## src/hw/dreq_params.svh

```systemverilog
//////////////////////////////////////////////////////////////////////
// data-request controller parameters
// widths of event-window tags, serial offset and counters
//////////////////////////////////////////////////////////////////////

`ifndef DREQ_PARAMS_SVH
`define DREQ_PARAMS_SVH

// event-window tag as carried by heartbeat and fetch
`define EVENT_TAG_BITS 48

// offset written over slow controls, zero-extended to a tag
`define SERIAL_OFFSET_BITS 32

// wide protocol counters
`define CNT_BITS 32

// edge counters of the diagnostic block
`define DIAG_BITS 16

`endif

```

## src/hw/dreq_pkg.sv

```systemverilog
//////////////////////////////////////////////////////////////////////
// data-request controller types
// protocol state, tag status pulses and grouped counter outputs
//////////////////////////////////////////////////////////////////////

`include "dreq_params.svh"

package dreq_pkg;

    // protocol states, LAST encoded as 2'b11
    typedef enum logic [1:0]
    {
        IDLE  = 2'b00,
        VALID = 2'b01,
        LAST  = 2'b11
    } datareq_state_e;

    // tag outcome pulses from the event FIFO controller
    typedef struct packed
    {
        logic tag_sent;
        logic tag_null;
        logic tag_done;
    } ew_status_t;

    // protocol counters, start count comes from the fetch path
    typedef struct packed
    {
        logic [`CNT_BITS-1:0] start_tag_cnt;
        logic [`CNT_BITS-1:0] tag_sent_cnt;
        logic [`CNT_BITS-1:0] tag_done_cnt;
        logic [`CNT_BITS-1:0] tag_null_cnt;
    } fetch_cnt_t;

    // offset latched at spill start plus its one-cycle valid flag
    typedef struct packed
    {
        logic                       valid;
        logic [`EVENT_TAG_BITS-1:0] ewtag_offset;
    } offset_t;

    // rising-edge counts of tag_valid and of the tag error flag
    typedef struct packed
    {
        logic [`DIAG_BITS-1:0] tag_valid_count;
        logic [`DIAG_BITS-1:0] tag_error_count;
    } diag_cnt_t;

endpackage

```

## src/hw/fetch_tag_ctrl.sv

```systemverilog
//////////////////////////////////////////////////////////////////////
// tag fetch request
// raises tag_fetch on a prefetch or data request and holds it,
// with the requested tag, until the size store answers
//////////////////////////////////////////////////////////////////////

`include "dreq_params.svh"

module fetch_tag_ctrl
(
    input  logic                       dreqclk,
    input  logic                       resetn_dreqclk,

    // fetch seen on the link, either prefetch or data request
    input  logic                       start_fetch,
    input  logic [`EVENT_TAG_BITS-1:0] event_window_fetch,

    // answer from the size store
    input  logic                       tag_valid,

    // request towards the size store
    output logic                       tag_fetch,
    output logic [`EVENT_TAG_BITS-1:0] evt_tag_fetch,

    // number of fetches started since reset
    output logic [`CNT_BITS-1:0]       start_tag_cnt
);

    //////////////////////////////////////////////////////////////////////
    // request flag and fetch counter
    //////////////////////////////////////////////////////////////////////

    // a new fetch wins over a same-cycle answer, so the request stays up
    always_ff @(posedge dreqclk or negedge resetn_dreqclk)
    begin
        if (!resetn_dreqclk)
        begin
            tag_fetch     <= 1'b0;
            start_tag_cnt <= '0;
        end
        else
        begin
            if (start_fetch)
            begin
                tag_fetch     <= 1'b1;
                start_tag_cnt <= start_tag_cnt + `CNT_BITS'(1);
            end
            else if (tag_valid)
            begin
                // request served, drop it
                tag_fetch <= 1'b0;
            end
        end
    end

    // requested tag, only meaningful while tag_fetch is high
    always_ff @(posedge dreqclk)
    begin
        if (start_fetch)
        begin
            evt_tag_fetch <= event_window_fetch;
        end
    end

    // the request must not be withdrawn without an answer from the size store
    a_fetch_fall_on_valid : assert property (
        @(posedge dreqclk) disable iff (!resetn_dreqclk)
        $fell(tag_fetch) |-> $past(tag_valid)
    )
    else $error("tag_fetch dropped without tag_valid");

endmodule

```

## src/hw/datareq_fsm.sv

```systemverilog
//////////////////////////////////////////////////////////////////////
// data-request protocol FSM
// buffers early tag_sent/tag_null pulses, raises data_ready,
// closes the request with a last_word pulse and counts outcomes
//////////////////////////////////////////////////////////////////////

`include "dreq_params.svh"

module datareq_fsm
(
    input  logic                           dreqclk,
    input  logic                           resetn_dreqclk,

    // start of a data request on the link
    input  logic                           event_start,

    // outcome pulses from the event FIFO controller
    input  dreq_pkg::ew_status_t           ew_status,

    // fetches started, compared against tags sent
    input  logic [`CNT_BITS-1:0]           start_tag_cnt,

    output logic                           data_ready,
    output logic                           last_word,
    output logic                           tag_error,
    output dreq_pkg::datareq_state_e       state,

    output logic [`CNT_BITS-1:0]           sent_cnt,
    output logic [`CNT_BITS-1:0]           done_cnt,
    output logic [`CNT_BITS-1:0]           null_cnt
);

    import dreq_pkg::*;

    // pulses can arrive before the FSM is ready for them (prefetch)
    logic sent_hold;
    logic null_hold;

    // hold flags consumed in this cycle
    logic sent_take;
    logic null_take;

    // request closes, by tag_done or a buffered null
    logic close_req;

    assign sent_take = (state == VALID) && sent_hold;
    assign null_take = (state == LAST) && null_hold;
    assign close_req = (state == LAST) && (ew_status.tag_done || null_hold);

    // tags sent should track fetches started, flagged in every LAST cycle
    assign tag_error = (state == LAST) && (sent_cnt != start_tag_cnt);

    //////////////////////////////////////////////////////////////////////
    // early pulse buffering
    //////////////////////////////////////////////////////////////////////

    // a pulse in the consuming cycle keeps the flag set
    always_ff @(posedge dreqclk or negedge resetn_dreqclk)
    begin
        if (!resetn_dreqclk)
        begin
            sent_hold <= 1'b0;
            null_hold <= 1'b0;
        end
        else
        begin
            sent_hold <= ew_status.tag_sent || (sent_hold && !sent_take);
            null_hold <= ew_status.tag_null || (null_hold && !null_take);
        end
    end

    //////////////////////////////////////////////////////////////////////
    // protocol state machine
    //////////////////////////////////////////////////////////////////////

    always_ff @(posedge dreqclk or negedge resetn_dreqclk)
    begin
        if (!resetn_dreqclk)
        begin
            state      <= IDLE;
            data_ready <= 1'b0;
            last_word  <= 1'b0;
            sent_cnt   <= '0;
            done_cnt   <= '0;
            null_cnt   <= '0;
        end
        else
        begin
            // single-cycle flag by default
            last_word <= 1'b0;

            case (state)
                // wait for the request to start
                IDLE:
                begin
                    if (event_start)
                    begin
                        state <= VALID;
                    end
                end

                // data goes out once the tag has been sent
                VALID:
                begin
                    if (sent_take)
                    begin
                        data_ready <= 1'b1;
                        sent_cnt   <= sent_cnt + `CNT_BITS'(1);
                        state      <= LAST;
                    end
                end

                // hold data_ready until done or an empty window
                LAST:
                begin
                    if (close_req)
                    begin
                        data_ready <= 1'b0;
                        last_word  <= 1'b1;
                        done_cnt   <= done_cnt + `CNT_BITS'(1);
                        if (null_take)
                        begin
                            null_cnt <= null_cnt + `CNT_BITS'(1);
                        end
                        state <= IDLE;
                    end
                end

                default:
                begin
                    state <= IDLE;
                end
            endcase
        end
    end

    a_last_word_single : assert property (
        @(posedge dreqclk) disable iff (!resetn_dreqclk)
        last_word |=> !last_word
    )
    else $error("last_word held longer than one cycle");

    // last_word only closes a request that reached LAST
    a_last_word_from_last : assert property (
        @(posedge dreqclk) disable iff (!resetn_dreqclk)
        $rose(last_word) |-> ($past(state) == LAST)
    )
    else $error("last_word raised outside LAST");

endmodule

```

## src/hw/spill_offset_capture.sv

```systemverilog
//////////////////////////////////////////////////////////////////////
// spill offset and full-window capture
// latches the event-window offset at spill start and samples the
// event window on the rising edge of dreq_full
//////////////////////////////////////////////////////////////////////

`include "dreq_params.svh"

module spill_offset_capture
(
    input  logic                          dreqclk,
    input  logic                          resetn_dreqclk,

    // pulse at the start of a new spill
    input  logic                          start_spill,

    // slow-control offset and its enable
    input  logic                          serial_en,
    input  logic [`SERIAL_OFFSET_BITS-1:0] serial_offset,

    // current event window from the heartbeat
    input  logic [`EVENT_TAG_BITS-1:0]    hb_event_window,

    // data-request buffer full level
    input  logic                          dreq_full,

    output dreq_pkg::offset_t             offset,
    output logic [`EVENT_TAG_BITS-1:0]    ewtag_dreq_full
);

    logic [`EVENT_TAG_BITS-1:0] offset_sel;
    logic [`EVENT_TAG_BITS-1:0] offset_q;
    logic                       offset_vld;

    // dreq_full history for edge detection
    logic                       full_q1;
    logic                       full_q2;

    // serial offset if enabled, else the window just before the current one
    assign offset_sel = serial_en ? `EVENT_TAG_BITS'(serial_offset)
                                  : hb_event_window - `EVENT_TAG_BITS'(1);

    //////////////////////////////////////////////////////////////////////
    // control flags
    //////////////////////////////////////////////////////////////////////

    always_ff @(posedge dreqclk or negedge resetn_dreqclk)
    begin
        if (!resetn_dreqclk)
        begin
            offset_vld <= 1'b0;
            full_q1    <= 1'b0;
            full_q2    <= 1'b0;
        end
        else
        begin
            // valid follows start_spill by exactly one cycle
            offset_vld <= start_spill;
            full_q1    <= dreq_full;
            full_q2    <= full_q1;
        end
    end

    //////////////////////////////////////////////////////////////////////
    // captured values
    //////////////////////////////////////////////////////////////////////

    always_ff @(posedge dreqclk)
    begin
        if (start_spill)
        begin
            offset_q <= offset_sel;
        end
        // window at the dreq_full rising edge
        if (full_q1 && !full_q2)
        begin
            ewtag_dreq_full <= hb_event_window;
        end
    end

    assign offset.valid        = offset_vld;
    assign offset.ewtag_offset = offset_q;

endmodule

```

## src/hw/dreq_diag.sv

```systemverilog
//////////////////////////////////////////////////////////////////////
// data-request diagnostics
// counts rising edges of tag_valid and of the tag error flag
//////////////////////////////////////////////////////////////////////

`include "dreq_params.svh"

module dreq_diag
(
    input  logic                dreqclk,
    input  logic                resetn_dreqclk,

    // answer from the size store
    input  logic                tag_valid,

    // sent/started mismatch from the protocol FSM
    input  logic                tag_error,

    output dreq_pkg::diag_cnt_t diag_cnt
);

    // bit 0 tag_valid, bit 1 tag_error
    logic [1:0]            edge_in;
    logic [1:0]            edge_q1;
    logic [1:0]            edge_q2;
    logic [`DIAG_BITS-1:0] edge_cnt [2];

    assign edge_in = {tag_error, tag_valid};

    // inputs registered first, so a count moves two cycles after its edge
    always_ff @(posedge dreqclk or negedge resetn_dreqclk)
    begin
        if (!resetn_dreqclk)
        begin
            edge_q1 <= '0;
            edge_q2 <= '0;
            for (int i = 0; i < 2; i++)
            begin
                edge_cnt[i] <= '0;
            end
        end
        else
        begin
            edge_q1 <= edge_in;
            edge_q2 <= edge_q1;
            for (int i = 0; i < 2; i++)
            begin
                // rising edge of the registered input
                if (edge_q1[i] && !edge_q2[i])
                begin
                    edge_cnt[i] <= edge_cnt[i] + `DIAG_BITS'(1);
                end
            end
        end
    end

    assign diag_cnt.tag_valid_count = edge_cnt[0];
    assign diag_cnt.tag_error_count = edge_cnt[1];

endmodule

```

## src/hw/dreq_cntrl_top.sv

```systemverilog
//////////////////////////////////////////////////////////////////////
// data-request controller top level
// fetch request, protocol FSM, spill offset capture and diagnostics
//////////////////////////////////////////////////////////////////////

`include "dreq_params.svh"

module dreq_cntrl_top
(
    input  logic                           dreqclk,
    input  logic                           resetn_dreqclk,

    input  logic                           start_fetch,
    input  logic                           tag_valid,
    input  logic                           event_start,
    input  logic                           start_spill,
    input  logic                           serial_en,
    input  logic                           dreq_full,
    input  logic [`EVENT_TAG_BITS-1:0]     event_window_fetch,
    input  logic [`EVENT_TAG_BITS-1:0]     hb_event_window,
    input  logic [`SERIAL_OFFSET_BITS-1:0] serial_offset,
    input  dreq_pkg::ew_status_t           ew_status,

    output logic                           tag_fetch,
    output logic                           data_ready,
    output logic                           last_word,
    output logic [`EVENT_TAG_BITS-1:0]     evt_tag_fetch,
    output logic [`EVENT_TAG_BITS-1:0]     ewtag_dreq_full,
    output dreq_pkg::offset_t              offset,
    output dreq_pkg::fetch_cnt_t           fetch_cnt,
    output dreq_pkg::diag_cnt_t            diag_cnt,
    output dreq_pkg::datareq_state_e       datareq_state
);

    // counters collected into fetch_cnt
    logic [`CNT_BITS-1:0] start_tag_cnt;
    logic [`CNT_BITS-1:0] sent_cnt;
    logic [`CNT_BITS-1:0] done_cnt;
    logic [`CNT_BITS-1:0] null_cnt;

    // FSM to diagnostics
    logic                 tag_error;

    assign fetch_cnt = '{start_tag_cnt: start_tag_cnt, tag_sent_cnt: sent_cnt,
                         tag_done_cnt: done_cnt, tag_null_cnt: null_cnt};

    // request to the size store
    fetch_tag_ctrl fetch_tag_ctrl_inst (
        .dreqclk            (dreqclk),
        .resetn_dreqclk     (resetn_dreqclk),
        .start_fetch        (start_fetch),
        .event_window_fetch (event_window_fetch),
        .tag_valid          (tag_valid),
        .tag_fetch          (tag_fetch),
        .evt_tag_fetch      (evt_tag_fetch),
        .start_tag_cnt      (start_tag_cnt)
    );

    // protocol towards the link
    datareq_fsm datareq_fsm_inst (
        .dreqclk        (dreqclk),
        .resetn_dreqclk (resetn_dreqclk),
        .event_start    (event_start),
        .ew_status      (ew_status),
        .start_tag_cnt  (start_tag_cnt),
        .data_ready     (data_ready),
        .last_word      (last_word),
        .tag_error      (tag_error),
        .state          (datareq_state),
        .sent_cnt       (sent_cnt),
        .done_cnt       (done_cnt),
        .null_cnt       (null_cnt)
    );

    spill_offset_capture spill_offset_capture_inst (
        .dreqclk         (dreqclk),
        .resetn_dreqclk  (resetn_dreqclk),
        .start_spill     (start_spill),
        .serial_en       (serial_en),
        .serial_offset   (serial_offset),
        .hb_event_window (hb_event_window),
        .dreq_full       (dreq_full),
        .offset          (offset),
        .ewtag_dreq_full (ewtag_dreq_full)
    );

    dreq_diag dreq_diag_inst (
        .dreqclk        (dreqclk),
        .resetn_dreqclk (resetn_dreqclk),
        .tag_valid      (tag_valid),
        .tag_error      (tag_error),
        .diag_cnt       (diag_cnt)
    );

endmodule

```

## config.mk

```make
export PLATFORM = sky130hd
export DESIGN_NAME = dreq_cntrl_top
export DESIGN_NICKNAME = d
export VERILOG_FILES = /design/src/hw/dreq_pkg.sv /design/src/hw/fetch_tag_ctrl.sv /design/src/hw/datareq_fsm.sv /design/src/hw/spill_offset_capture.sv /design/src/hw/dreq_diag.sv /design/src/hw/dreq_cntrl_top.sv
export VERILOG_INCLUDE_DIRS = /design/src /design/src/hw
export SDC_FILE = /design/constraint.sdc
export NUM_CORES = 1
export LEC_CHECK = 0
export ABC_AREA = 1
export BUFFER_PORTS_ARGS = -buffer_cell sky130_fd_sc_hd__buf_2
export CAP_MARGIN = 20
export CORE_MARGIN = 5
export CORE_UTILIZATION = 40
export DETAILED_ROUTE_END_ITERATION = 6
export PLACE_DENSITY_LB_ADDON = 0.05
export SYNTH_ARGS = -nofsm -noshare
export SYNTH_HDL_FRONTEND = slang
export SYNTH_SLANG_ARGS = --single-unit
```

## constraint.sdc

```tcl
create_clock -name dreqclk -period 4.1 [get_ports dreqclk]
set_input_delay 0.82 -clock dreqclk [delete_from_list [all_inputs] [get_ports dreqclk]]
set_output_delay 0.82 -clock dreqclk [all_outputs]
set_load 0.005 [all_outputs]
```

# Yosys cells after proc, flatten, opt, wreduce, memory -nomap -nowiden
# Index checks and enable logic that the tools add are counted.
[totals] ff_bits=318 inputBits=139 wordCells=71 out_inout_bits=310
[op_classes] muxes=12 reduce_logical=25 eq_ne=6 n_addsub=7
[op_table] operator="$add A32 B1 Y32 const B" count=4
[op_table] operator="$sub A48 B1 Y48 const B" count=1
[op_table] operator="$add A16 B1 Y16 const B" count=2
[op_table] operator="$mux W32" count=1
[op_table] operator="$ne A32 B32 Y1" count=1
[op_table] operator="$logic_and A1 B1 Y1" count=9
[op_table] operator="$reduce_and A3 Y1" count=3
[op_table] operator="$mux W1" count=6
[op_table] operator="$mux W2" count=3
[op_table] operator="$pmux W2 S3" count=1
[op_table] operator="$logic_not A1 Y1" count=5
[op_table] operator="$ne A2 B1 Y1 const B" count=2
[op_table] operator="$reduce_and A2 Y1" count=2
[op_table] operator="$reduce_bool A2 Y1" count=2
[op_table] operator="$logic_or A1 B1 Y1" count=3
[op_table] operator="$eq A2 B1 Y1 const B" count=1
[op_table] operator="$eq A2 B2 Y1 const B" count=1
[op_table] operator="$logic_not A2 Y1" count=1
[op_table] operator="$ne A2 B2 Y1 const B" count=1
[op_table] operator="$pmux W1 S2" count=1

# Depth between registers and ports, before layout
# Gate-level depths: netlist of the first run.
[depth] ltp_word=5 depth_mapped=10 mapped_depth_nobuf=10

# Modules after synthesis
# A second synthesis of the first run with hierarchy kept.
[unflattened] hier_cells=1824 hier_area_um2=15940.3
[modules_own_cells] module="datareq_fsm" seq_area_each_um2=2552.4 instances=1 cells_per_inst=842 area_per_inst_um2=6063.3
[modules_own_cells] module="spill_offset_capture" seq_area_each_um2=2957.8 instances=1 cells_per_inst=509 area_per_inst_um2=4902.2
[modules_own_cells] module="fetch_tag_ctrl" seq_area_each_um2=2267.2 instances=1 cells_per_inst=261 area_per_inst_um2=3178.0
[modules_own_cells] module="dreq_diag" seq_area_each_um2=900.9 instances=1 cells_per_inst=212 area_per_inst_um2=1796.7

# Least setup slack after synthesis of the first run
# Ideal clock, no wire load.
[synth_path] kind="reg2reg" start="register spill_offset_capture_inst.full_q1" end="register spill_offset_capture_inst.ewtag_dreq_full[0], enable pin" n_path_buf=0 slack_ns=1.251 setup_time_ns=0.455 arrival_ns=2.394 synth_period_minus_slack_ns=2.849 path_stages_with_launch=3 cell_sequence="dfrtp_1 > inv_1 > nor2_1"
[synth_between] elab_chain_len=1
[synth_rtl] element="start, declared" line="spill_offset_capture.sv:36" source="logic full_q1;"
[synth_rtl] element="start signal, assigned" line="spill_offset_capture.sv:59" source="full_q1 <= dreq_full;"
[synth_rtl] element="$logic_and A1 B1 Y1" line="spill_offset_capture.sv:75" source="if (full_q1 && !full_q2)"
[synth_rtl] element="end signal, assigned" line="spill_offset_capture.sv:77" source="ewtag_dreq_full <= hb_event_window;"
[synth_rtl] element="end, declared" line="spill_offset_capture.sv:28" source="output logic [`EVENT_TAG_BITS-1:0] ewtag_dreq_full"
# No other way between the ends.
# A chain may end at the register's enable or synchronous reset.

# Worst setup path in the final report of the first run
[layout_path] start="register datareq_fsm_inst.sent_cnt[9]" end="output port fetch_cnt[73] (netlist bit)"
[layout_lines] element="start, declared" line="datareq_fsm.sv:28" source="output logic [`CNT_BITS-1:0] sent_cnt,"
[layout_lines] element="start signal, assigned" line="datareq_fsm.sv:108" source="sent_cnt <= sent_cnt + `CNT_BITS'(1);"
[layout_lines] element="end, declared" line="dreq_cntrl_top.sv:30" source="output dreq_pkg::fetch_cnt_t fetch_cnt,"
# No word-level cell between the ends.

==> results.md, run 1 <==
| Group | Parameter | This run |
| --- | --- | --- |
| status | Outcome | finished clean |
| job | MaxCap Viol Count | 0 |
| timing | Setup-violating endpoint count in the final report | 0 |
| setup path | Cell breakdown of the critical path | buf_2 |
| clocking | Clock edge transition at the registers on the reported setup and hold paths | 0.06 ns |
| setup path | R2R cell count | 7 |
| timing | Setup WS post-layout | 1.97 ns |
| global route | Grt total ovfl | 0 |
| setup path | WP data arrival | 1.31 ns |
| global route | Tot GR Track Use | 22.1% |
| routing | Count of antenna-violating nets left after detailed routing | 0 |
| timing | Worst Skew | 0.0181 ns |
| setup path | Kind of launch point of the worst setup path | register |
| place | Detailed-placement wirelength estimate | 38,100 um |
| synthesis | Number of nets in the synthesized netlist | 1,873 |
| place | Final GP Congestion | 0.881 |
| power and ir drop | Net Switching | 0.00238 W |
| timing | Total negative slack | 0 ns |
| floorplanning | Die Outline Area | 42,700 sq um |
| synthesis | Area leader, netlist | sky130_fd_sc_hd__dfrtp_1 |
| final layout | Number of standard cells in the layout, taps in and fillers out | 2,756 |
| clocking | CTS Sinks | 318 |
| power and ir drop | Tot Pwr | 0.00845 W |
| global route | Number of global-route vias before repair | 12,800 |
| timing | Slew @ Worst Pin | 1.01 ns |
| place | Worst slack, placed | 1.52 ns |
| routing | Post-detailed-route wirelength per cell | 17.5 um |
| clocking | Clock latency on the worst-skew pair | 0.55 ns |
| setup path | Critical Path End | fetch_cnt[73] |
| global route | Global-route wire length before repair | 73,000 um |
| setup path | Worst path required time | 3.28 ns |
| setup path | Setup slack of the most critical reg-to-reg path | 2.21 ns |
| routing | Detailed-route vias per instance | 4.72 |
| setup path | CP Capture Type | output port |
| synthesis | Sequential-to-total area share from yosys stat | 56.2% |
| routing | Overall via count from detail_route | 13,000 |
| power and ir drop | Comb pwr share | 15.1% |
| setup path | Start-to-end type of the worst setup path | reg -> out |
| setup path | Number of gates on the worst path with buffers counted | 1 |
| clocking | Count of cells resized by post-cts repair | 0 |
| synthesis | Post-synthesis area per instance | 8.95 sq um |
| timing | Worst slew margin relative to its limit | 32.5% |
| synthesis | Async S/R FF share, synth | 54.7% |
| synthesis | Number of warning messages in the yosys log | 0 |
| timing | Post-route minimum period | 2.13 ns |
| setup path | Launch point of the critical path | datareq_fsm_inst.sent_cnt[9] |
| power and ir drop | P_leak | 9.73 nW |
| power and ir drop | Proportion of power drawn by the clock network | 37.9% |
| place | Count of input and output buffers | 448 |
| routing | Iteration count of the initial detailed-routing pass | 5 |
| timing | Period utilization | 51.9% |
| timing | Final hold violation count | 0 |
| routing | Sum of routed wire length over all layers | 48,300 um |
| synthesis | Fraction of post-synthesis cell area in the top cell type by area | 28.2% |
| setup path | Worst-path fanout max | 8 |
| power and ir drop | VDD IR-drop max | 0.350 mV |
| setup path | Max stage delay cell, worst path | sky130_fd_sc_hd__dfrtp_1 |
| setup path | Reg-to-reg critical path endpoint | fetch_tag_ctrl_inst.start_tag_cnt[22] |
| final layout | Final nets | 2,356 |
| power and ir drop | Part of the total power dissipated in sequential elements | 47.0% |
| floorplanning | Initial cell density of the core | 40.2% |
| synthesis | Number of distinct standard cells referenced by the synthesized netlist | 38 |
| synthesis | Most numerous cell types in the synthesized netlist | sky130_fd_sc_hd__nand2_1, sky130_fd_sc_hd__inv_1, sky130_fd_sc_hd__nor2_1 |
| setup path | Critical path's top delay family | flip-flops |
| floorplanning | Die height | 207 um |
| clocking | Max H-tree Level | 2 |
| clocking | Root buffer cell | sky130_fd_sc_hd__clkbuf_16 |
| timing | FMAX | 470 MHz |
| floorplanning | Die Width | 207 um |
| synthesis | Syn Inst Count | 1,727 |
| clocking | Post-CTS Repair Setup Buffers | 0 |
| power and ir drop | Internal power summed over all cells | 0.00606 W |
| timing | Setup repair after global routing missed its margin | no |
| synthesis | Count of flip-flops with a built-in enable after synthesis | 144 |
| setup path | Startpoint of the worst-slack reg-to-reg timing path | fetch_tag_ctrl_inst.start_tag_cnt[0] |
| routing | Violation count after the first detailed-routing iteration | 720 |
| final layout | Area grow syn2layout | 26.5% |
| synthesis | Flip-flop and latch count after synthesis | 318 |
| power and ir drop | Power density normalized to cell area | 432 nW/um^2 |
| final layout | Fraction of final layout cells sized beyond drive strength 1 | 25.2% |
| synthesis | Leading cell type by number of instances after synthesis | sky130_fd_sc_hd__nand2_1 |
| power and ir drop | Sw frac | 28.2% |
| global route | Initial antenna violation count | 2 |
| floorplanning | # rows | 72 |
| clocking | Clock tree from TritonCTS | yes |
| global route | Pin count of the biggest net entering global routing | 71 |
| clocking | Buffers from clock root to sink, at most | 3 |
| floorplanning | IO Count | 449 |
| final layout | Post-Route Utilization | 50.8% |
| synthesis | Post-Synthesis Cell Area | 15,500 sq um |
| place | Cell count after placement | 2,689 |
| synthesis | Most common flop cell mapped by yosys | sky130_fd_sc_hd__dfrtp_1 |
| setup path | Slowest cell delay on critical path | 0.57 ns |
| setup path | Buffering stage count on the worst path with inverters included | 1 |
| synthesis | Cells taking the most area after synthesis | sky130_fd_sc_hd__dfrtp_1, sky130_fd_sc_hd__edfxtp_1, sky130_fd_sc_hd__nand2_1 |
| timing | Number of max-slew violations in the final report | 0 |
| clocking | Number of hold buffers added after cts | 0 |
| min path | Worst Hold Class | in -> async |
| clocking | Inserted Clock Buffers | 37 |
| floorplanning | Core Footprint | 38,500 sq um |
| routing | Post-detailed-route DRC marker count | 0 |
## worst min path at each step
| stage | endpoint |
|---|---|
| finish | dreq_diag_inst.diag_cnt[20] |
| global route | dreq_diag_inst.diag_cnt[20] |
| CTS | spill_offset_capture_inst.offset_vld |
| detailed placement | spill_offset_capture_inst.full_q2 |
| global placement | spill_offset_capture_inst.full_q2 |
| floorplan | dreq_diag_inst.edge_q2[0] |
## flip-flops by register name, summed over array words and instances (netlist names)
name	count
datareq_fsm_inst.data_ready	1
datareq_fsm_inst.done_cnt	32
datareq_fsm_inst.last_word	1
datareq_fsm_inst.null_cnt	32
datareq_fsm_inst.null_hold	1
datareq_fsm_inst.sent_cnt	32
datareq_fsm_inst.sent_hold	1
datareq_fsm_inst.state	2
dreq_diag_inst.diag_cnt	32
dreq_diag_inst.edge_q1	2
dreq_diag_inst.edge_q2	2
fetch_tag_ctrl_inst.evt_tag_fetch	48
fetch_tag_ctrl_inst.start_tag_cnt	32
fetch_tag_ctrl_inst.tag_fetch	1
spill_offset_capture_inst.ewtag_dreq_full	48
spill_offset_capture_inst.full_q1	1
spill_offset_capture_inst.full_q2	1
spill_offset_capture_inst.offset_q	48
spill_offset_capture_inst.offset_vld	1
## cell usage in the layout (no fill, tap or decap), types with 11 or more instances in the layout
cell type	count
sky130_fd_sc_hd__a21oi_1	15
sky130_fd_sc_hd__buf_2	447
sky130_fd_sc_hd__clkbuf_1	11
sky130_fd_sc_hd__clkbuf_16	37
sky130_fd_sc_hd__dfrtp_1	174
sky130_fd_sc_hd__edfxtp_1	144
sky130_fd_sc_hd__inv_1	225
sky130_fd_sc_hd__nand2_1	509
sky130_fd_sc_hd__nand3_1	113
sky130_fd_sc_hd__nand3b_1	12
sky130_fd_sc_hd__nand4_1	40
sky130_fd_sc_hd__nor2_1	219
sky130_fd_sc_hd__nor2_2	14
sky130_fd_sc_hd__nor2_4	13
sky130_fd_sc_hd__nor3_1	26
sky130_fd_sc_hd__o21ai_0	26
sky130_fd_sc_hd__xnor2_1	34
sky130_fd_sc_hd__xor2_1	96
## power by group through the flow
stage | Clock, W | Combinational (W) | Sequential [W]
6_report | 0.00320 | 0.00128 | 0.00397
5_1_grt | 0.00344 | 0.00145 | 0.00402
4_1_cts | 0.00331 | 0.00131 | 0.00397
3_5_place_dp | 0 | 0.00131 | 0.00403
3_3_place_gp | 0 | 0.00129 | 0.00403
2_1_floorplan | 0 | 0.000625 | 0.00400
## layout make-up
type | count | area (sq um)
fillers | 3714 | 18900
flip-flops and latches | 318 | 8680
multi-input cells | 1169 | 5880
repair buffers | 456 | 2320
clock buffers | 53 | 1040
inverters | 228 | 856
well taps | 518 | 648
clock inverters | 12 | 130
diodes | 2 | 5.00
## metrics by stage
stage / instance area [sq um] / hold slack [ns]
2_1_floorplan: 15500 / 0.354
3_3_place_gp: 18400 / 0.362
3_5_place_dp: 18400 / 0.364
4_1_cts: 19500 / 0.294
5_1_grt: 19500 / 0.331
6_report: 19600 / 0.267
## cell families after synthesis
group / Yosys count / synth area share, %
AOI/OAI and AO/OA: 56 / 2.11
xor gates and xnor gates: 130 / 7.37
adders and majority gates: 7 / 0.567
buffers and inverters: 240 / 5.86
DFF: 318 / 56.2
muxes: 1 / 0.0729
and+or+nand+nor: 975 / 27.9
## layer usage
metal / share of wire [%] / vias up / GRT usage (%) / routed length (um)
li1: - / 6467 / - / -
met1: 42 / 6105 / 28.8 / 20100
met2: 48 / 384 / 37.2 / 23400
met3: 7.1 / 64 / 5.26 / 3440
met4: 2.8 / 2 / 6.30 / 1350
met5: 0.015 / - / 0 / 7
Power figures use the tool's default switching activity.
==> run 2: changes to the inputs <==
==> constraint.sdc (replaced) <==
create_clock -name dreqclk -period 2.1 [get_ports dreqclk]
set_input_delay 0.42 -clock dreqclk [delete_from_list [all_inputs] [get_ports dreqclk]]
set_output_delay 0.42 -clock dreqclk [all_outputs]
set_load 0.005 [all_outputs]
==> results.md, run 2 (same netlist as run 1, synthesis figures left out) <==
| Group | Parameter | This run |
| --- | --- | --- |
| status | Outcome | finished clean |
| setup path | Slowest cell delay on critical path | 0.43 ns |
| floorplanning | Die Width | 207 um |
| timing | FMAX | 548 MHz |
| place | Worst slack, placed | 0.0547 ns |
| clocking | Root buffer cell | sky130_fd_sc_hd__clkbuf_16 |
| floorplanning | Initial cell density of the core | 40.2% |
| power and ir drop | Power density normalized to cell area | 868 nW/um^2 |
| setup path | Cell breakdown of the critical path | ha_1, nand3_1, nor3_2, nand2_1, nor2_4, nand2_1, nand2_1, nand2_1 |
| setup path | Dominant cell type by count on the critical path | sky130_fd_sc_hd__nand2_1 |
| final layout | Area grow syn2layout | 28.9% |
| final layout | Registers with the highest flip-flop counts | fetch_tag_ctrl_inst.evt_tag_fetch x48, spill_offset_capture_inst.ewtag_dreq_full x48, spill_offset_capture_inst.offset_q x48 |
| global route | Grt total ovfl | 0 |
| timing | Total negative slack | 0 ns |
| routing | Count of antenna-violating nets left after detailed routing | 0 |
| global route | Number of global-route vias before repair | 13,000 |
| clocking | Post-CTS Repair Setup Buffers | 0 |
| power and ir drop | Proportion of power drawn by the clock network | 40.2% |
| global route | Global-route wire length before repair | 74,900 um |
| global route | Pin count of the biggest net entering global routing | 54 |
| setup path | Worst path required time | 2.52 ns |
| clocking | CTS Sinks | 318 |
| setup path | Kind of launch point of the worst setup path | register |
| job | MaxCap Viol Count | 0 |
| clocking | Clock edge transition at the registers on the reported setup and hold paths | 0.06 ns |
| routing | Post-detailed-route DRC marker count | 0 |
| clocking | Clock latency on the worst-skew pair | 0.55 ns |
| clocking | Buffers from clock root to sink, at most | 3 |
| final layout | Commonest non-fill, non-tap cells in the layout | sky130_fd_sc_hd__nand2_1, sky130_fd_sc_hd__buf_2, sky130_fd_sc_hd__inv_1 |
| routing | Post-detailed-route wirelength per cell | 17.8 um |
| routing | Violation count after the first detailed-routing iteration | 739 |
| timing | Period utilization | 86.9% |
| power and ir drop | P_leak | 9.91 nW |
| clocking | Inserted Clock Buffers | 38 |
| setup path | Worst-path fanout max | 5 |
| floorplanning | Core Footprint | 38,500 sq um |
| timing | Slew @ Worst Pin | 0.585 ns |
| timing | Number of max-slew violations in the final report | 0 |
| place | Area after detailed placement | 18,500 sq um |
| place | Count of input and output buffers | 448 |
| routing | Overall via count from detail_route | 13,200 |
| setup path | CP Capture Type | register |
| routing | Sum of routed wire length over all layers | 49,500 um |
| timing | Setup-violating endpoint count in the final report | 0 |
| place | Detailed-placement wirelength estimate | 39,000 um |
| power and ir drop | Part of the total power dissipated in sequential elements | 44.8% |
| final layout | Most common cell after layout, fill and taps aside | sky130_fd_sc_hd__nand2_1 |
| setup path | WP data arrival | 2.25 ns |
| floorplanning | IO Count | 449 |
| routing | Detailed-route vias per instance | 4.73 |
| global route | Tot GR Track Use | 22.6% |
| timing | Final hold violation count | 0 |
| clocking | Max H-tree Level | 2 |
| final layout | Post-route cell area | 19,900 sq um |
| power and ir drop | Sw frac | 27.8% |
| final layout | Fraction of final layout cells sized beyond drive strength 1 | 26.1% |
| timing | Setup WS post-layout | 0.276 ns |
| power and ir drop | Net Switching | 0.00481 W |
| clocking | Clock tree from TritonCTS | yes |
| clocking | Number of hold buffers added after cts | 3 |
| floorplanning | Die Outline Area | 42,700 sq um |
| setup path | Start-to-end type of the worst setup path | reg -> reg |
| global route | Initial antenna violation count | 3 |
| floorplanning | # rows | 72 |
| floorplanning | Die height | 207 um |
| min path | Worst Hold Class | in -> reg |
| timing | Worst slew margin relative to its limit | 60.7% |
| timing | Setup repair after global routing missed its margin | no |
| final layout | Fillers | 3,696 |
| power and ir drop | Internal power summed over all cells | 0.0125 W |
| setup path | Max stage delay cell, worst path | sky130_fd_sc_hd__dfrtp_1 |
| timing | Post-route minimum period | 1.82 ns |
| place | Final GP Congestion | 0.865 |
| routing | Iteration count of the initial detailed-routing pass | 5 |
| power and ir drop | VDD IR-drop max | 0.733 mV |
| clocking | Count of cells resized by post-cts repair | 0 |
| final layout | Final nets | 2,377 |
| timing | Worst Skew | 0.0115 ns |
| power and ir drop | Comb pwr share | 15.1% |
[run 2: layout make-up]
class | instances | area (sq um) | area share, %
well taps | 518 | 648 | 3.25
flip-flops and latches | 318 | 8680 | 43.6
clock buffers | 48 | 1080 | 5.44
diodes | 4 | 10.0 | 0.0503
multi-input cells | 1169 | 5880 | 29.5
repair buffers | 476 | 2520 | 12.6
clock inverters | 22 | 243 | 1.22
inverters | 228 | 856 | 4.30
[run 2: per-stage QoR]
| step | total power (W) | hold slack, ns | instances | util [%] |
|---|---|---|---|---|
| final | 0.0173 | 0.0530 | 2783 | 51.8 |
| after global routing | 0.0182 | 0.0215 | 2782 | 51.8 |
| after CTS | 0.0175 | 0.0124 | 2779 | 51.7 |
| after detailed placement | 0.0105 | 0.366 | 2706 | 48.2 |
| after global placement | 0.0104 | 0.364 | 2706 | 48.2 |
| after floorplan | 0.00904 | 0.124 | 1727 | - |
[run 2: path summary, 6_finish.rpt]
check                                                      from                                    end  slack, ns  cells after the start
max in group asynchronous                        resetn_dreqclk          datareq_fsm_inst.sent_cnt[31]       0.92                      3
setup reg to reg           fetch_tag_ctrl_inst.start_tag_cnt[1]  fetch_tag_ctrl_inst.start_tag_cnt[28]       0.28                      8
hold / removal                           event_window_fetch[39]  fetch_tag_ctrl_inst.evt_tag_fetch[39]       0.05                      1
min in group asynchronous                        resetn_dreqclk            dreq_diag_inst.diag_cnt[14]       0.47                      2
setup / recovery           fetch_tag_ctrl_inst.start_tag_cnt[1]  fetch_tag_ctrl_inst.start_tag_cnt[28]       0.28                      8
hold reg to reg                       dreq_diag_inst.edge_q1[1]              dreq_diag_inst.edge_q2[1]       0.37                      0
[run 2: power groups by stage]
stage	logic (W)	clock network, W	registers (W)
after detailed placement	0.00264	0	0.00785
after global routing	0.00294	0.00739	0.00783
after CTS	0.00266	0.00713	0.00775
final	0.00260	0.00694	0.00774
after floorplan	0.00122	0	0.00782
after global placement	0.00260	0	0.00785
[run 2: critical path: cells and delay by family (launching register included)]
kind          cells  cell delay [ns]
simple gates      7             1.07
flops             1             0.43
fa+ha+maj         1             0.21
[run 2: per-layer routing]
metal / global-route usage, % / share of wire, % / up-vias / wire (um)
li1: - / - / 6525 / -
met1: 28.3 / 41 / 6167 / 20200
met2: 39.2 / 49 / 405 / 24400
met3: 4.97 / 7.4 / 68 / 3660
met4: 6.84 / 2.4 / 0 / 1200
met5: 0 / 0 / - / 0
==> run 3: changes to the inputs <==
--- a/config.mk
+++ b/config.mk
@@ -6,10 +6,9 @@
 export SDC_FILE = /design/constraint.sdc
 export NUM_CORES = 1
 export LEC_CHECK = 0
-export ABC_AREA = 1
 export BUFFER_PORTS_ARGS = -buffer_cell sky130_fd_sc_hd__buf_2
 export CAP_MARGIN = 20
-export CORE_MARGIN = 5
+export CORE_MARGIN = 2
 export CORE_UTILIZATION = 40
 export DETAILED_ROUTE_END_ITERATION = 6
 export PLACE_DENSITY_LB_ADDON = 0.05
==> results.md, run 3 <==
| Group | Parameter | This run |
| --- | --- | --- |
| status | Outcome | finished clean |
| timing | FMAX | 476 MHz |
| routing | Overall via count from detail_route | 10,300 |
| setup path | WP data arrival | 2.36 ns |
| timing | Setup-violating endpoint count in the final report | 0 |
| setup path | Kind of launch point of the worst setup path | input pin |
| floorplanning | Die height | 187 um |
| synthesis | Post-synthesis area per instance | 12.7 sq um |
| synthesis | Async S/R FF share, synth | 54.7% |
| final layout | Commonest non-fill, non-tap cells in the layout | sky130_fd_sc_hd__buf_2, sky130_fd_sc_hd__xnor2_1, sky130_fd_sc_hd__dfrtp_1 |
| power and ir drop | VDD IR-drop max | 0.894 mV |
| floorplanning | Die Outline Area | 35,000 sq um |
| floorplanning | Die Width | 187 um |
| place | Detailed-placement wirelength estimate | 30,300 um |
| synthesis | Post-Synthesis Cell Area | 13,400 sq um |
| timing | Post-route minimum period | 2.10 ns |
| final layout | Final nets | 1,775 |
| synthesis | Area leader, netlist | sky130_fd_sc_hd__dfrtp_1 |
| floorplanning | Core Footprint | 33,300 sq um |
| timing | Number of max-slew violations in the final report | 0 |
| synthesis | Fraction of post-synthesis cell area in the top cell type by area | 32.5% |
| final layout | Fraction of final layout cells sized beyond drive strength 1 | 38.4% |
| setup path | CP Capture Type | register |
| power and ir drop | Sw frac | 25.3% |
| routing | Iteration count of the initial detailed-routing pass | 5 |
| clocking | Clock tree from TritonCTS | yes |
| synthesis | Count of flip-flops with a built-in enable after synthesis | 144 |
| synthesis | Cells taking the most area after synthesis | sky130_fd_sc_hd__dfrtp_1, sky130_fd_sc_hd__edfxtp_1, sky130_fd_sc_hd__xnor2_1 |
| power and ir drop | Power density normalized to cell area | 920 nW/um^2 |
| power and ir drop | P_leak | 8.26 nW |
| global route | Tot GR Track Use | 22.0% |
| timing | Setup WS post-layout | 0.000606 ns |
| timing | Slew @ Worst Pin | 0.601 ns |
| timing | Worst slew margin relative to its limit | 59.6% |
| clocking | Max H-tree Level | 2 |
| timing | Worst Skew | 0.00691 ns |
| place | Worst slack, placed | -0.528 ns |
| synthesis | Most numerous cell types in the synthesized netlist | sky130_fd_sc_hd__xnor2_1, sky130_fd_sc_hd__dfrtp_1, sky130_fd_sc_hd__edfxtp_1 |
| final layout | Most common cell after layout, fill and taps aside | sky130_fd_sc_hd__buf_2 |
| final layout | Number of standard cells in the layout, taps in and fillers out | 2,111 |
| global route | Global-route wire length before repair | 59,900 um |
| clocking | Inserted Clock Buffers | 38 |
| routing | Post-detailed-route DRC marker count | 0 |
| place | Final GP Congestion | 0.851 |
| routing | Post-detailed-route wirelength per cell | 18.5 um |
| power and ir drop | Net Switching | 0.00428 W |
| routing | Count of antenna-violating nets left after detailed routing | 0 |
| setup path | Start-to-end type of the worst setup path | in -> reg |
| synthesis | Number of distinct standard cells referenced by the synthesized netlist | 42 |
| clocking | Root buffer cell | sky130_fd_sc_hd__clkbuf_16 |
| synthesis | Leading cell type by number of instances after synthesis | sky130_fd_sc_hd__xnor2_1 |
| synthesis | Sequential-to-total area share from yosys stat | 64.8% |
| global route | Pin count of the biggest net entering global routing | 55 |
| synthesis | Number of nets in the synthesized netlist | 1,199 |
| clocking | CTS Sinks | 318 |
| power and ir drop | Internal power summed over all cells | 0.0126 W |
| power and ir drop | Part of the total power dissipated in sequential elements | 45.1% |
| clocking | Clock edge transition at the registers on the reported setup and hold paths | 0.06 ns |
| synthesis | Syn Inst Count | 1,053 |
| routing | Detailed-route vias per instance | 4.86 |
| final layout | Area grow syn2layout | 37.3% |
| synthesis | Flip-flop and latch count after synthesis | 318 |
| timing | Period utilization | 100% |
| clocking | Clock latency on the worst-skew pair | 0.51 ns |
| floorplanning | IO Count | 449 |
| power and ir drop | Proportion of power drawn by the clock network | 40.0% |
| place | Cell count after placement | 2,036 |
| synthesis | Number of warning messages in the yosys log | 0 |
| min path | Worst Hold Class | in -> reg |
| timing | Final hold violation count | 0 |
| routing | Violation count after the first detailed-routing iteration | 480 |
| setup path | Worst-path fanout max | 5 |
| clocking | Buffers from clock root to sink, at most | 3 |
| place | Count of input and output buffers | 448 |
| floorplanning | # rows | 67 |
| final layout | Registers with the highest flip-flop counts | fetch_tag_ctrl_inst.evt_tag_fetch x48, spill_offset_capture_inst.ewtag_dreq_full x48, spill_offset_capture_inst.offset_q x48 |
| floorplanning | Initial cell density of the core | 40.2% |
| routing | Sum of routed wire length over all layers | 39,100 um |
| timing | Setup repair after global routing missed its margin | yes |
| global route | Number of global-route vias before repair | 10,200 |
| power and ir drop | Comb pwr share | 14.9% |
| global route | Initial antenna violation count | 9 |
| synthesis | Most common flop cell mapped by yosys | sky130_fd_sc_hd__dfrtp_1 |
| setup path | Worst path required time | 2.36 ns |
| global route | Grt total ovfl | 0 |
| job | MaxCap Viol Count | 0 |
run 3: cell types whose count changed after synthesis, sizes merged, moves of 56 or more:
cell   change
inv      -216
nand3     -56
nand2    -417
xor2      -59
nor2     -188
xnor2    +157
run 3: cell type report:
class                      instances  area, sq um
fill                            3008        14900
sequential                       318         8680
multi-input combinational        701         4620
timing repair buffer             558         3160
clock buffer                      52         1110
tap                              448          561
clock inverter                    15          198
inverter                          12         45.0
antenna                            7         17.5
run 3: final timing paths:
| kind | from | to | slack, ns | depth (start not counted) |
|---|---|---|---|---|
| setup / recovery | hb_event_window[40] | spill_offset_capture_inst.offset_q[45] | 0.0006 | 6 |
| hold / removal | dreq_full | spill_offset_capture_inst.full_q1 | 0.02 | 1 |
| setup reg to reg | datareq_fsm_inst.done_cnt[6] | datareq_fsm_inst.done_cnt[27] | 0.18 | 6 |
| min in group asynchronous | resetn_dreqclk | datareq_fsm_inst.null_cnt[19] | 0.39 | 2 |
| max in group asynchronous | resetn_dreqclk | datareq_fsm_inst.sent_cnt[29] | 1.13 | 3 |
| hold reg to reg | dreq_diag_inst.edge_q1[1] | dreq_diag_inst.edge_q2[1] | 0.37 | 0 |
run 3: kinds of logic (layout without fill, tap and decap cells):
| family | Yosys count | count (layout) | share of synthesized area, % |
|---|---|---|---|
| simple gates | 411 | 411 | 16.0 |
| flops | 318 | 318 | 64.8 |
| xor+xnor | 228 | 228 | 14.9 |
| compound gates | 48 | 48 | 2.04 |
| buf+inv | 34 | 637 | 0.981 |
| fa+ha+maj | 7 | 7 | 0.654 |
| mux | 7 | 7 | 0.579 |
| other cells | 0 | 7 | 0 |
run 3: power by group through the flow:
stage	registers (W)	logic, W	clock network (W)
6_report	0.00763	0.00251	0.00677
5_1_grt	0.00771	0.00277	0.00717
4_1_cts	0.00764	0.00256	0.00692
3_5_place_dp	0.00775	0.00255	0
3_3_place_gp	0.00773	0.00253	0
2_1_floorplan	0.00780	0.000920	0
run 3: what timing repair did:
item                                    4_1_cts  5_1_grt
gates resized for setup                       0        2
endpoints found under the setup margin        0        3
hold buffers                                  1        0
setup buffers                                 0        0
hold endpoints to repair                     28        0
run 3: critical path: stages:
cell and delay, ns:
sky130_fd_sc_hd__buf_2 0.11, sky130_fd_sc_hd__or4_4 0.55, sky130_fd_sc_hd__or4_4 0.43, sky130_fd_sc_hd__or3_4 0.37
sky130_fd_sc_hd__o31a_2 0.29, sky130_fd_sc_hd__o21ba_2 0.21
run 3: metrics by stage:
| stage | hold slack [ns] | TNS (ns) | instance area (sq um) | total power, W | utilization (%) |
|---|---|---|---|---|---|
| final | 0.0223 | 0 | 18400 | 0.0169 | 55.3 |
| after global routing | 0.00855 | -0.0211 | 18400 | 0.0177 | 55.2 |
| after CTS | 0.00223 | 0 | 18400 | 0.0171 | 55.2 |
| after detailed placement | 0.340 | -8.00 | 17000 | 0.0103 | 51.2 |
| after global placement | 0.338 | -7.97 | 17000 | 0.0103 | 51.2 |
| after floorplan | 0.124 | -0.879 | 13400 | 0.00872 | - |
run 3: layer usage:
metal / share of wire [%] / GRT usage (%) / vias to the layer above
met4: 4.3 / 10.6 / 2
li1: - / - / 4916
met1: 39 / 26.4 / 4947
met3: 6.5 / 5.37 / 79
met5: 0.026 / 0 / -
met2: 50 / 37.3 / 325
